`src/design/chn_cfg.svh`:
```
// --------------------
// Channel configuration macros
// BAR number, register offsets and event counter width
// --------------------

`ifndef CHN_CFG_SVH
`define CHN_CFG_SVH

// BAR whose hit bit marks channel traffic
`define CHN_BARHIT 2

// Register map, dword offsets inside the BAR
`define CHN_BARMP_IRQ_EN  6'b001100     // Write 1 to enable irq
`define CHN_BARMP_IRQ_DIS 6'b001101     // Write 1 to disable irq
`define CHN_BARMP_IRQ_THR 6'b001110     // Event threshold

// Event counter and threshold width
`define CHN_IRQ_CNT_W 16

`endif

```
`src/design/trn_pkg.sv`:
```
// --------------------
// TRN bus types
// Receive beat struct and TLP format/type codes
// --------------------

package trn_pkg;

    // One beat of the TRN receive bus, strobes active low
    typedef struct packed {
        logic [63:0] rd;                // Payload
        logic [7:0]  rrem_n;            // Byte remainder
        logic        rsof_n;            // Start of TLP
        logic        reof_n;            // End of TLP
        logic        rsrc_rdy_n;        // Beat valid
        logic [6:0]  rbar_hit_n;        // One bit per BAR
    } trn_rx_beat_t;

    // Fmt and type fields as found in bits 62:56 of beat 0
    typedef enum logic [6:0] {
        MRD32 = 7'b00_00000,            // 3DW read
        MWR32 = 7'b10_00000,            // 3DW write with data
        MWR64 = 7'b11_00000,            // 4DW write with data
        CPLD  = 7'b10_01010             // Completion with data
    } tlp_fmt_e;

endpackage

```
`src/design/chn_pkg.sv`:
```
// --------------------
// Channel types
// Register writes, endpoint bundles, FSM states
// --------------------

package chn_pkg;

    // Register targeted by a BAR write
    typedef enum logic [1:0] {
        REG_NONE    = 2'd0,             // No match
        REG_IRQ_EN  = 2'd1,
        REG_IRQ_DIS = 2'd2,
        REG_IRQ_THR = 2'd3
    } reg_sel_e;

    // Decoded register write, valid for one cycle
    typedef struct packed {
        logic        valid;
        reg_sel_e    sel;
        logic [31:0] data;
    } reg_wr_t;

    // One bit per endpoint user, for request, drive and grant
    typedef struct packed {
        logic tx;
        logic rx;
        logic irq;
    } ep_req_t;

    // Interrupt controller FSM
    typedef enum logic [1:0] {
        IRQ_IDLE,                       // Wait for threshold
        IRQ_REQ,                        // Ask for the endpoint
        IRQ_SEND                        // Hold cfg_interrupt_n low
    } irq_state_e;

    // Endpoint arbiter FSM, one state per owner
    typedef enum logic [1:0] {
        ARB_IDLE,
        ARB_TX,
        ARB_RX,
        ARB_IRQ
    } arb_state_e;

endpackage

```
`src/design/bar_decode.sv`:
```
// --------------------
// bar_decode
// Turns 32-bit memory writes on the channel BAR into register writes
// --------------------

`timescale 1ns/1ps
`include "chn_cfg.svh"

module bar_decode import trn_pkg::*, chn_pkg::*; (
    input  logic         pcie_clk,
    input  logic         arst_n,
    input  trn_rx_beat_t trn_rx,       // TRN receive beat
    output reg_wr_t      reg_wr        // One-cycle register write
);

    logic        beat_vld;             // Beat present on the bus
    logic        hdr_ok;               // Beat 0 fields qualify
    logic        hdr_hit;              // Qualifying beat 0 seen
    logic [5:0]  dw_off;               // Dword offset from beat 1
    reg_sel_e    dec_sel;              // Decoded register
    logic        wr_vld_q;
    reg_sel_e    wr_sel_q;
    logic [31:0] wr_data_q;

    assign beat_vld = !trn_rx.rsrc_rdy_n;
    assign hdr_ok   = (tlp_fmt_e'(trn_rx.rd[62:56]) == MWR32) &&
                      !trn_rx.rbar_hit_n[`CHN_BARHIT];
    assign dw_off   = trn_rx.rd[39:34];                    // Address bits 7:2

    // --------------------
    // Offset decode
    // --------------------
    always_comb begin
        case (dw_off)
            `CHN_BARMP_IRQ_EN:  dec_sel = REG_IRQ_EN;
            `CHN_BARMP_IRQ_DIS: dec_sel = REG_IRQ_DIS;
            `CHN_BARMP_IRQ_THR: dec_sel = REG_IRQ_THR;
            default:            dec_sel = REG_NONE;        // Unknown offset, dropped
        endcase
    end

    // Header tracking and write strobe
    always_ff @(posedge pcie_clk or negedge arst_n) begin
        if (!arst_n) begin
            hdr_hit  <= 1'b0;
            wr_vld_q <= 1'b0;
            wr_sel_q <= REG_NONE;
        end else begin
            wr_vld_q <= 1'b0;                              // Pulse by default
            if (beat_vld && !trn_rx.rsof_n) begin
                hdr_hit <= hdr_ok;                         // Remember beat 0
            end else if (beat_vld && !trn_rx.reof_n) begin
                hdr_hit  <= 1'b0;                          // TLP done
                wr_vld_q <= hdr_hit && (dec_sel != REG_NONE);
                wr_sel_q <= dec_sel;
            end
        end
    end

    // Write data, payload only
    always_ff @(posedge pcie_clk) begin
        if (beat_vld && !trn_rx.reof_n) begin
            wr_data_q <= trn_rx.rd[31:0];
        end
    end

    assign reg_wr = '{valid: wr_vld_q, sel: wr_sel_q, data: wr_data_q};

    // At most one register write per two-beat TLP
    a_wr_pulse: assert property (@(posedge pcie_clk) disable iff (!arst_n)
        reg_wr.valid |=> !reg_wr.valid);

endmodule

```
`src/design/irq_ctrl.sv`:
```
// --------------------
// irq_ctrl
// Interrupt enable, threshold and event counter
// Requests the endpoint and drives cfg_interrupt_n
// --------------------

`timescale 1ns/1ps
`include "chn_cfg.svh"

module irq_ctrl import chn_pkg::*; (
    input  logic    pcie_clk,
    input  logic    arst_n,
    input  reg_wr_t reg_wr,            // From bar_decode
    input  logic    tx_send_irq,       // Event pulses
    input  logic    rx_send_irq,
    input  logic    my_trn,            // Endpoint grant
    output logic    req_ep,
    output logic    drv_ep,
    output logic    cfg_interrupt_n,
    input  logic    cfg_interrupt_rdy_n
);

    localparam int CNT_W = `CHN_IRQ_CNT_W;

    irq_state_e       state;
    logic             irq_en;          // Interrupts allowed
    logic [CNT_W-1:0] irq_thr;         // Events per interrupt
    logic [CNT_W-1:0] evt_cnt;         // Events since last irq
    logic [1:0]       evt_num;         // Events this cycle
    logic [CNT_W:0]   cnt_sum;         // One extra bit for overflow
    logic [CNT_W-1:0] cnt_sat;
    logic             irq_due;
    logic             irq_ack;         // Endpoint took the interrupt

    assign evt_num = {1'b0, tx_send_irq} + {1'b0, rx_send_irq};
    assign cnt_sum = {1'b0, evt_cnt} + {{(CNT_W-1){1'b0}}, evt_num};
    assign cnt_sat = cnt_sum[CNT_W] ? {CNT_W{1'b1}} : cnt_sum[CNT_W-1:0];
    assign irq_due = irq_en && (irq_thr != '0) && (evt_cnt >= irq_thr);
    assign irq_ack = (state == IRQ_SEND) && !cfg_interrupt_rdy_n;

    // --------------------
    // Registers and counter
    // --------------------
    always_ff @(posedge pcie_clk or negedge arst_n) begin
        if (!arst_n) begin
            irq_en  <= 1'b0;
            irq_thr <= '0;
            evt_cnt <= '0;
        end else begin
            if (reg_wr.valid) begin
                case (reg_wr.sel)
                    REG_IRQ_EN:  if (reg_wr.data[0]) irq_en <= 1'b1;
                    REG_IRQ_DIS: if (reg_wr.data[0]) irq_en <= 1'b0;
                    REG_IRQ_THR: irq_thr <= reg_wr.data[CNT_W-1:0];
                    default:     ;                         // Nothing to update
                endcase
            end
            if (irq_ack) begin
                evt_cnt <= {{(CNT_W-2){1'b0}}, evt_num};   // Restart with same-cycle events
            end else begin
                evt_cnt <= cnt_sat;                        // Saturating count
            end
        end
    end

    // --------------------
    // Interrupt FSM
    // --------------------
    always_ff @(posedge pcie_clk or negedge arst_n) begin
        if (!arst_n) begin
            state <= IRQ_IDLE;
        end else begin
            case (state)
                IRQ_IDLE: if (irq_due) state <= IRQ_REQ;
                IRQ_REQ:  if (my_trn)  state <= IRQ_SEND;   // Endpoint is ours
                IRQ_SEND: if (irq_ack) state <= IRQ_IDLE;
                default:  state <= IRQ_IDLE;
            endcase
        end
    end

    assign req_ep          = (state == IRQ_REQ);
    assign drv_ep          = (state == IRQ_SEND);
    assign cfg_interrupt_n = (state != IRQ_SEND);          // Active low

    // Interrupt line held low until the endpoint accepts it
    a_int_hold: assert property (@(posedge pcie_clk) disable iff (!arst_n)
        !cfg_interrupt_n && cfg_interrupt_rdy_n |=> !cfg_interrupt_n);

    // Arbiter keeps the grant while the endpoint is driven
    a_drv_granted: assert property (@(posedge pcie_clk) disable iff (!arst_n)
        drv_ep |-> my_trn);

endmodule

```
`src/design/ep_arb.sv`:
```
// --------------------
// ep_arb
// Round-robin ownership of the shared endpoint among tx, rx and irq
// --------------------

`timescale 1ns/1ps

module ep_arb import chn_pkg::*; (
    input  logic    pcie_clk,
    input  logic    arst_n,
    input  ep_req_t req,               // Request levels
    input  ep_req_t drv,               // Drive levels
    output ep_req_t trn,               // Grants
    input  logic    chn_trn,           // Endpoint granted to this channel
    output logic    chn_reqep,
    output logic    chn_drvn
);

    arb_state_e state;
    arb_state_e last_own;              // Most recent owner
    arb_state_e nxt_own;               // Winner if granted now
    logic       own_req;
    logic       own_drv;

    // Next requester after the last owner, order tx, rx, irq
    function automatic arb_state_e rr_pick(arb_state_e last, ep_req_t r);
        arb_state_e pick;
        pick = ARB_IDLE;
        case (last)
            ARB_TX: begin
                if (r.rx)       pick = ARB_RX;
                else if (r.irq) pick = ARB_IRQ;
                else if (r.tx)  pick = ARB_TX;
            end
            ARB_RX: begin
                if (r.irq)      pick = ARB_IRQ;
                else if (r.tx)  pick = ARB_TX;
                else if (r.rx)  pick = ARB_RX;
            end
            default: begin                                 // After irq
                if (r.tx)       pick = ARB_TX;
                else if (r.rx)  pick = ARB_RX;
                else if (r.irq) pick = ARB_IRQ;
            end
        endcase
        return pick;
    endfunction

    assign nxt_own = rr_pick(last_own, req);

    // Current owner's levels
    always_comb begin
        case (state)
            ARB_TX:  begin own_req = req.tx;  own_drv = drv.tx;  end
            ARB_RX:  begin own_req = req.rx;  own_drv = drv.rx;  end
            ARB_IRQ: begin own_req = req.irq; own_drv = drv.irq; end
            default: begin own_req = 1'b0;    own_drv = 1'b0;    end
        endcase
    end

    // --------------------
    // Ownership FSM
    // --------------------
    always_ff @(posedge pcie_clk or negedge arst_n) begin
        if (!arst_n) begin
            state    <= ARB_IDLE;
            last_own <= ARB_IRQ;                           // tx wins first
        end else begin
            if (state == ARB_IDLE) begin
                if (chn_trn && (nxt_own != ARB_IDLE)) begin
                    state    <= nxt_own;
                    last_own <= nxt_own;
                end
            end else if (!(chn_trn && (own_req || own_drv))) begin
                state <= ARB_IDLE;                         // Owner done or endpoint lost
            end
        end
    end

    assign trn       = '{tx: state == ARB_TX, rx: state == ARB_RX, irq: state == ARB_IRQ};
    assign chn_reqep = req.tx || req.rx || req.irq;
    assign chn_drvn  = own_drv;

    a_grant_onehot: assert property (@(posedge pcie_clk) disable iff (!arst_n)
        $onehot0(trn));

endmodule

```
`src/design/chn.sv`:
```
// --------------------
// chn
// DMA channel top, BAR decode, interrupt control, endpoint arbiter
// --------------------

`timescale 1ns/1ps

module chn import trn_pkg::*, chn_pkg::*; (
    input  logic         pcie_clk,
    input  logic         arst_n,
    // TRN rx
    input  trn_rx_beat_t trn_rx,
    // Engine events and endpoint levels
    input  logic         tx_send_irq,
    input  logic         rx_send_irq,
    input  ep_req_t      eng_req,      // irq bit unused
    input  ep_req_t      eng_drv,      // irq bit unused
    output ep_req_t      eng_trn,
    // EP arb
    input  logic         chn_trn,
    output logic         chn_reqep,
    output logic         chn_drvn,
    // CFG
    output logic         cfg_interrupt_n,
    input  logic         cfg_interrupt_rdy_n
);

    reg_wr_t reg_wr;                   // Decode to irq
    logic    irq_req;
    logic    irq_drv;
    ep_req_t arb_req;
    ep_req_t arb_drv;
    ep_req_t arb_trn;

    // Engine bits plus the local irq requester
    assign arb_req = '{tx: eng_req.tx, rx: eng_req.rx, irq: irq_req};
    assign arb_drv = '{tx: eng_drv.tx, rx: eng_drv.rx, irq: irq_drv};
    assign eng_trn = arb_trn;

    // --------------------
    // Stages
    // --------------------
    bar_decode u_decode (
        .pcie_clk            (pcie_clk),
        .arst_n              (arst_n),
        .trn_rx              (trn_rx),
        .reg_wr              (reg_wr)
    );

    irq_ctrl u_irq (
        .pcie_clk            (pcie_clk),
        .arst_n              (arst_n),
        .reg_wr              (reg_wr),
        .tx_send_irq         (tx_send_irq),
        .rx_send_irq         (rx_send_irq),
        .my_trn              (arb_trn.irq),
        .req_ep              (irq_req),
        .drv_ep              (irq_drv),
        .cfg_interrupt_n     (cfg_interrupt_n),
        .cfg_interrupt_rdy_n (cfg_interrupt_rdy_n)
    );

    ep_arb u_arb (
        .pcie_clk            (pcie_clk),
        .arst_n              (arst_n),
        .req                 (arb_req),
        .drv                 (arb_drv),
        .trn                 (arb_trn),
        .chn_trn             (chn_trn),
        .chn_reqep           (chn_reqep),
        .chn_drvn            (chn_drvn)
    );

endmodule

```
`config.mk`:
```
export PLATFORM = sky130hd
export DESIGN_NAME = chn
export DESIGN_NICKNAME = d
export VERILOG_FILES = /design/src/design/trn_pkg.sv /design/src/design/chn_pkg.sv /design/src/design/bar_decode.sv /design/src/design/irq_ctrl.sv /design/src/design/ep_arb.sv /design/src/design/chn.sv
export VERILOG_INCLUDE_DIRS = /design/src /design/src/design
export SDC_FILE = /design/constraint.sdc
export NUM_CORES = 1
export LEC_CHECK = 0
export BUFFER_PORTS_ARGS = -buffer_cell sky130_fd_sc_hd__buf_2
export CAP_MARGIN = 20
export CORE_ASPECT_RATIO = 2
export CORE_MARGIN = 5
export CORE_UTILIZATION = 30
export CTS_CLUSTER_SIZE = 14
export DETAILED_ROUTE_END_ITERATION = 7
export PLACE_DENSITY = 0.49
export SYNTH_ARGS = -nofsm -noshare
export SYNTH_HDL_FRONTEND = slang
export SYNTH_HIERARCHICAL = 1
export SYNTH_SLANG_ARGS = --single-unit
```
`constraint.sdc`:
```
create_clock -name pcie_clk -period 4.9 [get_ports pcie_clk]
set_input_delay 0.735 -clock pcie_clk [delete_from_list [all_inputs] [get_ports pcie_clk]]
set_output_delay 0.735 -clock pcie_clk [all_outputs]
set_load 0.05 [all_outputs]
```
# Word level (Yosys, flattened, before mapping)
# Cells that the tools add are included.
[totals]
reg_bits = 59
input_bits = 94
out_inout_bits = 6
[op_classes]
addsub = 2
order_cmp = 1
eq_ne = 22
n_mux = 29
bitwise = 1
reduce_logical = 30
[op_table]
columns = ["op", "n"]
rows = [
  ["$mux W16", 2],
  ["$mux W2", 14],
  ["$eq A6 B4 Y1 const B", 3],
  ["$add A16 B2 Y17", 1],
  ["$ge A16 B16 Y1", 1],
  ["$reduce_bool A16 Y1", 1],
  ["$eq A2 B2 Y1 const B", 6],
  ["$pmux W2 S3", 2],
  ["$logic_and A1 B1 Y1", 9],
  ["$eq A2 B1 Y1 const B", 4],
  ["$ne A2 B1 Y1 const B", 4],
  ["$ne A2 B2 Y1 const B", 4],
  ["$reduce_and A2 Y1", 4],
  ["$reduce_bool A2 Y1", 4],
  ["$eq A7 B7 Y1 const B", 1],
  ["$mux W1", 7],
  ["$pmux W1 S3", 2],
  ["$logic_not A1 Y1", 5],
  ["$logic_not A2 Y1", 2],
  ["$pmux W2 S2", 1],
  ["$reduce_and A4 Y1", 1],
  ["$logic_or A1 B1 Y1", 3],
  ["$reduce_and A3 Y1", 1],
  ["$add A1 B1 Y2", 1],
  ["2 further kinds", 2],
]

# Depth between registers and ports, before layout
# Gate-level depths: netlist (run 1).
[depth]
ltp_word = 9
depth_mapped = 9

# By module
# The synthesis (run 1) kept the hierarchy.
[by_module_without_submodules]
columns = ["mod", "instances", "cells_per_inst", "area_each_um2"]
rows = [
  ["irq_ctrl", 1, 197, 2069.5],
  ["bar_decode", 1, 53, 1169.9],
  ["ep_arb", 1, 34, 300.3],
]

# Worst setup path before layout (run 1)
# No wires, ideal clock.
[synth_timing]
path_kind = "input-to-reg"
start = "in tx_send_irq"
end = "reg u_irq.evt_cnt[10]"
setup_time_ps = 78
arrival_ps = 2745
setup_slack_ps = 2077
stages = 9
n_path_buf = 1
cell_sequence = "ha_1 > ha_1 > inv_1 > fa_1 > and2b_2 > nand2_4 > or4_4 > buf_6 > a21oi_2"
[synth_via]
elab_chain_len = 4
[synth_rtl]
columns = ["item", "line_no", "rtl"]
rows = [
  ["start, declared", "chn.sv:14", "input logic tx_send_irq,"],
  ["$add A1 B1 Y2", "irq_ctrl.sv:35", "assign evt_num = {1'b0, tx_send_irq} + {1'b0, rx_send_irq};"],
  ["$add A16 B2 Y17", "irq_ctrl.sv:36", "assign cnt_sum = {1'b0, evt_cnt} + {{(CNT_W-1){1'b0}}, evt_num};"],
  ["$mux W16", "irq_ctrl.sv:37", "assign cnt_sat = cnt_sum[CNT_W] ? {CNT_W{1'b1}} : cnt_sum[CNT_W-1:0];"],
  ["$mux W16", "irq_ctrl.sv:58", "if (irq_ack) begin"],
  ["end signal, assigned", "irq_ctrl.sv:59", "evt_cnt <= {{(CNT_W-2){1'b0}}, evt_num};"],
  ["end signal, assigned", "irq_ctrl.sv:61", "evt_cnt <= cnt_sat;"],
  ["end, declared", "irq_ctrl.sv:28", "logic [CNT_W-1:0] evt_cnt;"],
]
# No other way between the ends.
# A chain may end at the register's enable or synchronous reset.

# Worst setup path in the final report (run 1)
[layout_timing]
start = "in tx_send_irq"
end = "reg u_irq.evt_cnt[1]"
[layout_via]
elab_chain_len = 4
[layout_rtl]
columns = ["item", "line_no"]
rows = [
  ["$add A1 B1 Y2 (*)", "irq_ctrl.sv:35"],
  ["$add A16 B2 Y17", "irq_ctrl.sv:36"],
  ["$mux W16", "irq_ctrl.sv:37"],
  ["$mux W16 (*)", "irq_ctrl.sv:58"],
]
# Every way passes the cells marked *; elsewhere a longest branch is shown, timed or not.

==> results.cfg, run 1 <==
[outcome]
status = finished clean

[clock_network]
clock_path_buffers = 2
worstSkewPairLatency_ns = 0.32
numCtsBuffers = 9
postCtsSetupBuffers = 0
cts_hold_buf = 0
tritoncts = yes
h-tree-depth = 3
path_clk_slew_ns = 0.05
root_buffer = clkbuf_16
cts_sinks = 59
cts-resized-gates = 0

[drt]
vias_per_cell = 4.626
vias = 2151
dr.pass1.iters = 4
initialDrtViolationCount = 85
wire_per_inst_um = 13.75
ant_nets = 0
drcViolationCount = 0
drt-total-wl_mm = 6.393

[run]
cap_violations = 0

[worst_setup_path]
cp_max_fo = 13
path_buf_inv = 2
crit_family = simple AND/OR/NAND/NOR gates
crit_chain = buf_2 > ha_1 > ha_1 > inv_1 > fa_1 > and2b_2 > nand2_4 > or4_4 > a31oi_1
critical_path_class = primary input to register
r2r-end = u_irq/state[0]$_DFFE_PN0P_
critPathLaunchType = primary input
endpoint_kind = register
required_ns = 5.14
crit_path_frequent_cell = ha_1
cp.arrival_ns = 3.04
slowest_delay_ns = 0.68
r2r_cells = 6
reg2reg_slack_ns = 2.26
r2r_start = u_irq/irq_thr[0]$_DFFE_PN0P_
cp-startpoint = tx_send_irq
crit_slowest_cell = or4_4

[layout]
area_growth_pct = 23.15
drive_above_1_share = 0.3182
n_fill_cell = 1017
instances_no_fill = 465
antenna_cells = 0
mostFrequentLayoutCell = buf_2
fin_nets = 441
final_cell_mix = buf_2, dfrtp_1, inv_1, ha_1, mux2_2
final_area_sq_mm = 0.003767

[placed_design]
placed_cells = 448
io_buffers = 48
globalplace.congestion = 0.8048
pre_cts_ws_ns = 1.763
postPlaceCellArea_sq_mm = 0.003453
hpwl_mm = 5.067

[sta]
fin_crit_sh = 0.5714
hold_viol_final = 0
period_needed_ns = 2.800
setup_tns_ns = 0
slew_violations = 0
clock.fmax_mhz = 357.2
max-slew-margin-rel = 0.2747
setup_violations = 0
final.setup.worst_slack_ns = 2.100
finalClockSkew_ns = 0.004371
rsz0062_at_grt = false
tightestPinTransition_ns = 1.060
holdWs_ns = 0.2309

[synth]
syn_area_per_cell_sq_um = 11.41
synth_cells = 268
syn-num-nets = 384
yosys_warnings = 6
synthesis.area_sq_mm = 0.003059

[floorplanning]
initial_utilization = 0.3033
die-area_sq_mm = 0.01244
core-area_sq_mm = 0.01008
chipHeight_um = 152.8
rows = 52
die_w_um = 81.41
ios = 100

[pwr]
powerDensity_mw_per_mm2 = 431.3
leakagePower_uw = 0.001722
ir_drop_v = 0.0002517

[worst_hold_path]
hold_class = primary input to asynchronous set/reset pin

[global_route]
antenna_found_initial = 0
grt_pass1_vias = 2384
grt_max_degree = 44
grt-ovfl-total = 0
grt_use_total = 0.1170
grt_first_pass_wirelength_mm = 11.00
-- how the worst max path moves through the flow --
stage	to	slack, ns	cells after the start
floorplan	u_irq/evt_cnt[10]$_DFF_PN0_	2.08	9
global placement	u_irq/evt_cnt[1]$_DFF_PN0_	1.77	9
detailed placement	u_irq/evt_cnt[1]$_DFF_PN0_	1.76	9
CTS	u_irq/evt_cnt[1]$_DFF_PN0_	2.09	9
global route	u_irq/evt_cnt[1]$_DFF_PN0_	1.98	9
finish	u_irq/evt_cnt[1]$_DFF_PN0_	2.10	9
-- sequential cells by signal, summed over array words and instances, names as in the netlist --
register	flops
u_decode/wr_data_q	16
u_decode/wr_sel_q	2
u_decode/hdr_hit	1
u_arb/last_own	2
u_irq/state	2
u_irq/irq_en	1
u_irq/evt_cnt	16
u_irq/irq_thr	16
u_arb/state	2
u_decode/wr_vld_q	1
-- through the flow --
stage | power, uW | utilization
final | 1625 | 0.3736
after global routing | 1735 | 0.3736
after CTS | 1656 | 0.3716
after detailed placement | 1036 | 0.3424
after global placement | 1023 | 0.3424
after floorplan | 915.0 | -
-- cell type report --
cell class | count | area [sq um] | share of cell area
Sequential cell | 59 | 1559 | 0.4138
Multi-Input combinational cell | 179 | 1376 | 0.3653
Timing Repair Buffer | 51 | 275.3 | 0.07307
Clock buffer | 10 | 239.0 | 0.06343
Tap cell | 135 | 168.9 | 0.04484
Inverter | 25 | 93.84 | 0.02491
Clock inverter | 6 | 55.05 | 0.01461
-- power by group --
| group | switching, uW | internal, uW |
|---|---|---|
| registers | 65.9 | 573 |
| logic | 204 | 179 |
| clock network | 202 | 401 |
-- routing by layer --
layer / global-route usage / vias to the layer above / share of wire
met5: 0 / - / 0
met4: 0.05318 / 0 / 0.0088
met2: 0.2198 / 40 / 0.61
met3: 0.02886 / 2 / 0.037
li1: - / 1078 / -
met1: 0.1138 / 1031 / 0.34
-- worst reg2reg max path, cell delays in order, from the launching register on --
cell,delay [ns]
dfrtp_1,0.40
ha_1,0.29
nand2b_1,0.16
a2111oi_0,0.46
nor4_1,0.11
a2111oi_0,0.94
o2bb2ai_1,0.12
Power figures use the tool's default switching activity.
==> run 2: changes to the inputs <==
--- a/config.mk
+++ b/config.mk
@@ -6,6 +6,7 @@
 export SDC_FILE = /design/constraint.sdc
 export NUM_CORES = 1
 export LEC_CHECK = 0
+export ABC_AREA = 1
 export BUFFER_PORTS_ARGS = -buffer_cell sky130_fd_sc_hd__buf_2
 export CAP_MARGIN = 20
 export CORE_ASPECT_RATIO = 2
@@ -13,7 +14,7 @@
 export CORE_UTILIZATION = 30
 export CTS_CLUSTER_SIZE = 14
 export DETAILED_ROUTE_END_ITERATION = 7
-export PLACE_DENSITY = 0.49
+export PLACE_DENSITY = 0.5
 export SYNTH_ARGS = -nofsm -noshare
 export SYNTH_HDL_FRONTEND = slang
 export SYNTH_HIERARCHICAL = 1
==> constraint.sdc (replaced) <==
create_clock -name pcie_clk -period 2.25 [get_ports pcie_clk]
set_input_delay 0.3375 -clock pcie_clk [delete_from_list [all_inputs] [get_ports pcie_clk]]
set_output_delay 0.3375 -clock pcie_clk [all_outputs]
set_load 0.05 [all_outputs]
==> run 2 against run 1 <==
Compared with the run above:
- combinational power increased to 2.7 times the previous value
- total power increased by 130%
- wire length increased by 14%
- sequential share of layout area decreased by 3.0 points
- final area increased by 7.8%
- global-route usage increased by 0.40 points
- largest power group unchanged
- critical path type unchanged
- critical path depth increased by 2
- core utilization about the same
- flip-flop and latch count unchanged
- clock power increased by 120%
- clock-buffer cell count increased by 1
==> results.cfg, run 2 <==
[outcome]
status = finished clean

[worst_setup_path]
critical_path_class = primary input to register
r2r_cells = 9
crit_slowest_cell = fa_1
cp_max_fo = 15
r2r-end = u_irq/evt_cnt[13]$_DFF_PN0_
required_ns = 2.51
cp.arrival_ns = 2.20
endpoint_kind = register
slowest_delay_ns = 0.47
cp.depth = 11
cp-startpoint = tx_send_irq
r2r_start = u_irq/evt_cnt[0]$_DFF_PN0_
crit_family = adder cells
critPathLaunchType = primary input
path_buf_inv = 3
reg2reg_slack_ns = 0.35
crit_chain = buf_2 > ha_1 > ha_1 > inv_1 > fa_1 > nor2_4 > and2_4 > nand3_4 > nand3_1 > nand2_1 > inv_1

[global_route]
grt_max_degree = 44
grt-ovfl-total = 0
antenna_found_initial = 0
grt_first_pass_wirelength_mm = 12.51
grt_pass1_vias = 2778
grt_use_total = 0.1210

[layout]
fin_nets = 577
area_growth_pct = 22.72
antenna_cells = 0
mostFrequentLayoutCell = nand2_1
top_regs = u_decode/wr_data_q: 16 flops, u_irq/evt_cnt: 16 flops, u_irq/irq_thr: 16 flops
n_fill_cell = 1133
drive_above_1_share = 0.2039
final_cell_mix = nand2_1, inv_1, nor2_1, buf_2, dfrtp_1

[clock_network]
cts_sinks = 59
worstSkewPairLatency_ns = 0.32
path_clk_slew_ns = 0.05
cts-resized-gates = 0
h-tree-depth = 3
numCtsBuffers = 9
cts_hold_buf = 0
postCtsSetupBuffers = 0
root_buffer = clkbuf_16
clock_path_buffers = 2
tritoncts = yes

[drt]
wire_per_inst_um = 12.05
ant_nets = 0
dr.pass1.iters = 4
drcViolationCount = 0
vias = 2709
initialDrtViolationCount = 95
vias_per_cell = 4.470
drt-total-wl_mm = 7.300

[sta]
slew_violations = 0
setup_tns_ns = 0
period_needed_ns = 1.944
tightestPinTransition_ns = 0.5739
final.setup.worst_slack_ns = 0.3064
hold_viol_final = 0
fin_crit_sh = 0.8638
clock.fmax_mhz = 514.5
max-slew-margin-rel = 0.6174
holdWs_ns = 0.09891
setup_violations = 0
rsz0062_at_grt = false
finalClockSkew_ns = 0.005167

[worst_hold_path]
hold_class = primary input to asynchronous set/reset pin

[placed_design]
io_buffers = 48
hpwl_mm = 5.738
pre_cts_ws_ns = -0.05530
globalplace.congestion = 0.7553

[pwr]
leakagePower_uw = 0.002042
powerDensity_mw_per_mm2 = 928.1
ir_drop_v = 0.0004572

[floorplanning]
chipHeight_um = 158.5
core-area_sq_mm = 0.01088
ios = 100
initial_utilization = 0.3042
die-area_sq_mm = 0.01336
die_w_um = 84.27
rows = 54

[synth]
syn-num-nets = 513
synthesis.area_sq_mm = 0.003309
syn_area_per_cell_sq_um = 8.336
synth_cells = 397
yosys_warnings = 6

[run]
cap_violations = 0
-- run 2: changes by cell type in the layout (fill, tap and decap cells not counted), sizes merged, moves of 4 or more --
cell    before  now
inv         25   62
mux2        17    1
nor4         7    0
nand2b       4    0
nand2       16   93
nor2        14   56
buf         51   61
a21oi       21   32
nand3       12   26
o21ai        7   11
nor2b        4    0
a21o         4    0
-- run 2: area by class of cell --
cell class              count  area (sq um)  area share
well taps                 140         175.2     0.04313
repair buffers             61         337.8     0.08318
inverters                  62         232.7     0.05730
multi-input cells         268          1460      0.3595
flip-flops and latches     59          1559      0.3839
clock inverters             5         53.80     0.01325
clock buffers              11         242.7     0.05977
-- run 2: how the worst max path moves through the flow --
stage | to | slack (ns)
finish | u_irq/evt_cnt[13]$_DFF_PN0_ | 0.31
global route | u_irq/evt_cnt[14]$_DFF_PN0_ | 0.14
CTS | u_irq/evt_cnt[13]$_DFF_PN0_ | 0.28
detailed placement | u_irq/evt_cnt[13]$_DFF_PN0_ | -0.06
global placement | u_irq/evt_cnt[13]$_DFF_PN0_ | -0.05
floorplan | u_irq/evt_cnt[12]$_DFF_PN0_ | 0.22
-- run 2: layer usage --
layer | global-route usage | wire length, um | vias to the layer above
li1 | - | - | 1392
met1 | 0.1136 | 2667 | 1255
met2 | 0.2389 | 4155 | 51
met3 | 0.02693 | 268 | 11
met4 | 0.06212 | 208 | 0
met5 | 0 | 0 | -
-- run 2: stage by stage --
| stage | instance area (sq um) | power, uW | instances | util |
|---|---|---|---|---|
| global placement | 3765 | 2427 | 590 | 0.3461 |
| global route | 4061 | 4048 | 606 | 0.3734 |
| detailed placement | 3765 | 2459 | 590 | 0.3461 |
| finish | 4061 | 3770 | 606 | 0.3734 |
| floorplan | 3309 | 2159 | 397 | - |
| CTS | 4061 | 3824 | 606 | 0.3734 |
-- run 2: power breakdown --
group / internal (uW) / switching [uW] / total (uW) / leakage, uW
logic: 423 / 595 / 1020 / 0.00117
clock network: 880 / 464 / 1340 / 0.000139
registers: 1250 / 160 / 1410 / 0.000727
-- run 2: worst reg2reg max path: stages (launching register included) --
cell and delay (ns):
dfrtp_1 0.35, ha_1 0.17, inv_1 0.07, fa_1 0.47, nor2_4 0.16, and2_4 0.17
nand3_4 0.18, nand3_1 0.16, nand2_1 0.05, inv_1 0.05
==> run 3: changes to the inputs <==
--- a/config.mk
+++ b/config.mk
@@ -14,8 +14,7 @@
 export CORE_UTILIZATION = 30
 export CTS_CLUSTER_SIZE = 14
 export DETAILED_ROUTE_END_ITERATION = 7
-export PLACE_DENSITY = 0.5
+export PLACE_DENSITY = 0.51
 export SYNTH_ARGS = -nofsm -noshare
 export SYNTH_HDL_FRONTEND = slang
-export SYNTH_HIERARCHICAL = 1
 export SYNTH_SLANG_ARGS = --single-unit
==> run 3 against run 2 <==
Compared with the run above:
- cell count is 3.5% lower
- hold slack gained 0.092 ns
- highest routed layer unchanged
- largest cell class unchanged
- critical path type unchanged
- sequential share of layout area rose by 0.44 points
- non-clock buffer count down 4
- clock skew rose by 0.0019 ns
==> results.cfg, run 3 <==
[outcome]
status = finished clean

[drt]
vias_per_cell = 4.426
wire_per_inst_um = 11.72
wl_met1_mm = 2.388
vias = 2589
wl_met2_mm = 4.060
dr.pass1.iters = 4
initialDrtViolationCount = 114
dr.max_layer_used = met4
drt-total-wl_mm = 6.857
drcViolationCount = 0
ant_nets = 0
dr_wl_met3_um = 165

[synth]
syn-num-nets = 497
synth_edf_count = 16
syn_area_per_cell_sq_um = 8.469
yosysUniqueCellTypes = 36
synthTopCellsByArea = dfrtp_1, edfxtp_1, nand2_1
yosys_warnings = 0
synth-main-ff-cell = dfrtp_1
post-synth-top-count-cell = nand2_1
synthTopCellsByCount = nand2_1, inv_1, nor2_1, dfrtp_1, a21oi_1
synthArstFlopShare = 0.7288
yosysTopAreaCell = dfrtp_1
seq_area_frac_synth = 0.4831
synthesis.area_sq_mm = 0.003227
ys_ff_latch = 59
synth_cells = 381
synth_top_area_share = 0.3180

[clock_network]
tritoncts = yes
numCtsBuffers = 9
postCtsSetupBuffers = 0
worstSkewPairLatency_ns = 0.32
clock_path_buffers = 2
path_clk_slew_ns = 0.05
cts-resized-gates = 0
cts_hold_buf = 1
h-tree-depth = 3
cts_sinks = 59
root_buffer = clkbuf_16

[worst_hold_path]
min-delay-start = trn_rx[27]
min_path_cells = 1
worst_hold_path.endpoint = u_decode.wr_data_q[9]$_DFFE_PP_
hold_class = primary input to register

[global_route]
grt_first_pass_wirelength_mm = 11.59
grt_max_degree = 32
grt_use_total = 0.1115
antenna_found_initial = 0
grt-ovfl-total = 0
grt_pass1_vias = 2561

[worst_setup_path]
critical_path_class = primary input to register
crit_chain = buf_2 > ha_1 > ha_1 > inv_1 > fa_1 > nand3b_4 > nor2_4 > nand3_4 > nand2_1 > nand2_1 > o21ai_0
cp.arrival_ns = 2.20
r2r-end = u_irq.evt_cnt[1]$_DFF_PN0_
required_ns = 2.48
critPathLaunchType = primary input
path_buf_inv = 2
crit_slowest_cell = fa_1
cp_max_fo = 16
crit_family = adder cells
r2r_cells = 9
slowest_delay_ns = 0.38
reg2reg_slack_ns = 0.32
r2r_start = u_irq.evt_cnt[0]$_DFF_PN0_
endpoint_kind = register

[layout]
top_regs = u_decode.wr_data_q: 16 flops, u_irq.evt_cnt: 16 flops, u_irq.irq_thr: 16 flops
antenna_cells = 0
fin_util = 0.3808
fin_nets = 559
final_area_sq_mm = 0.004015
area_growth_pct = 24.43
final_cell_mix = nand2_1, inv_1, buf_2, nor2_1, dfrtp_1
mostFrequentLayoutCell = nand2_1
drive_above_1_share = 0.1853

[sta]
rsz0062_at_grt = false
finalClockSkew_ns = 0.007038
holdWs_ns = 0.1907
setup_tns_ns = 0
setup_violations = 0
slew_violations = 0
hold_viol_final = 0
clock.fmax_mhz = 508.6
max-slew-margin-rel = 0.6065
fin_crit_sh = 0.8739
tightestPinTransition_ns = 0.5896
period_needed_ns = 1.966

[floorplanning]
ios = 100
core-area_sq_mm = 0.01054
rows = 53
die_w_um = 83.34
die-area_sq_mm = 0.01306
initial_utilization = 0.3060
chipHeight_um = 156.7

[pwr]
power_uw = 3799
ir_drop_v = 0.0006328
leakagePower_uw = 0.002015
powerDensity_mw_per_mm2 = 946.3

[run]
cap_violations = 0

[placed_design]
io_buffers = 48
globalplace.congestion = 0.8663
postPlaceCellArea_sq_mm = 0.003677
hpwl_mm = 5.583
[run 3: logic make-up (layout without fill, tap and decap cells)]
| kind of cell | Yosys count | in the layout | share of synthesized area |
|---|---|---|---|
| AND/OR/NAND/NOR | 181 | 181 | 0.2474 |
| buffers and inverters | 63 | 130 | 0.07677 |
| flip-flops | 59 | 59 | 0.4831 |
| AO/OA/AOI/OAI | 48 | 48 | 0.08259 |
| adder cells (fa/ha/maj) | 22 | 22 | 0.08763 |
| XOR/XNOR | 7 | 7 | 0.01900 |
| multiplexers | 1 | 1 | 0.003489 |
[run 3: how the worst max path moves through the flow]
stage,from,to,slack [ns],cells past startpoint
2_1_floorplan,tx_send_irq,u_irq.evt_cnt[0]$_DFF_PN0_,0.16,11
3_3_place_gp,tx_send_irq,u_irq.evt_cnt[14]$_DFF_PN0_,-0.08,11
3_5_place_dp,tx_send_irq,u_irq.evt_cnt[1]$_DFF_PN0_,-0.09,11
4_1_cts,tx_send_irq,u_irq.evt_cnt[1]$_DFF_PN0_,0.25,11
5_1_grt,tx_send_irq,u_irq.evt_cnt[1]$_DFF_PN0_,0.12,11
6_report,tx_send_irq,u_irq.evt_cnt[1]$_DFF_PN0_,0.28,11
[run 3: stage by stage]
stage	setup WS, ns	cells
after floorplan	0.1568	381
after global placement	-0.08486	568
after detailed placement	-0.08754	568
after CTS	0.2532	585
after global routing	0.1213	585
final	0.2837	585
[run 3: layout make-up]
class | instances | area (sq um)
multi-input combinational | 259 | 1420
clock inverter | 4 | 71.32
timing repair buffer | 57 | 322.8
tap | 137 | 171.4
clock buffer | 12 | 256.5
inverter | 57 | 214.0
fill | 1076 | 6529
sequential | 59 | 1559
[run 3: where the power goes]
group / internal [uW] / leakage, uW / switching (uW) / total, uW
clock: 1030 / 0.000163 / 440 / 1470
sequential: 1250 / 0.000723 / 153 / 1400
combinational: 383 / 0.00113 / 550 / 933
[run 3: layer usage]
layer / GRT usage / vias up
met1: 0.1036 / 1186
met3: 0.02055 / 15
met5: 0 / -
met2: 0.2198 / 35
met4: 0.06703 / 0
li1: - / 1353
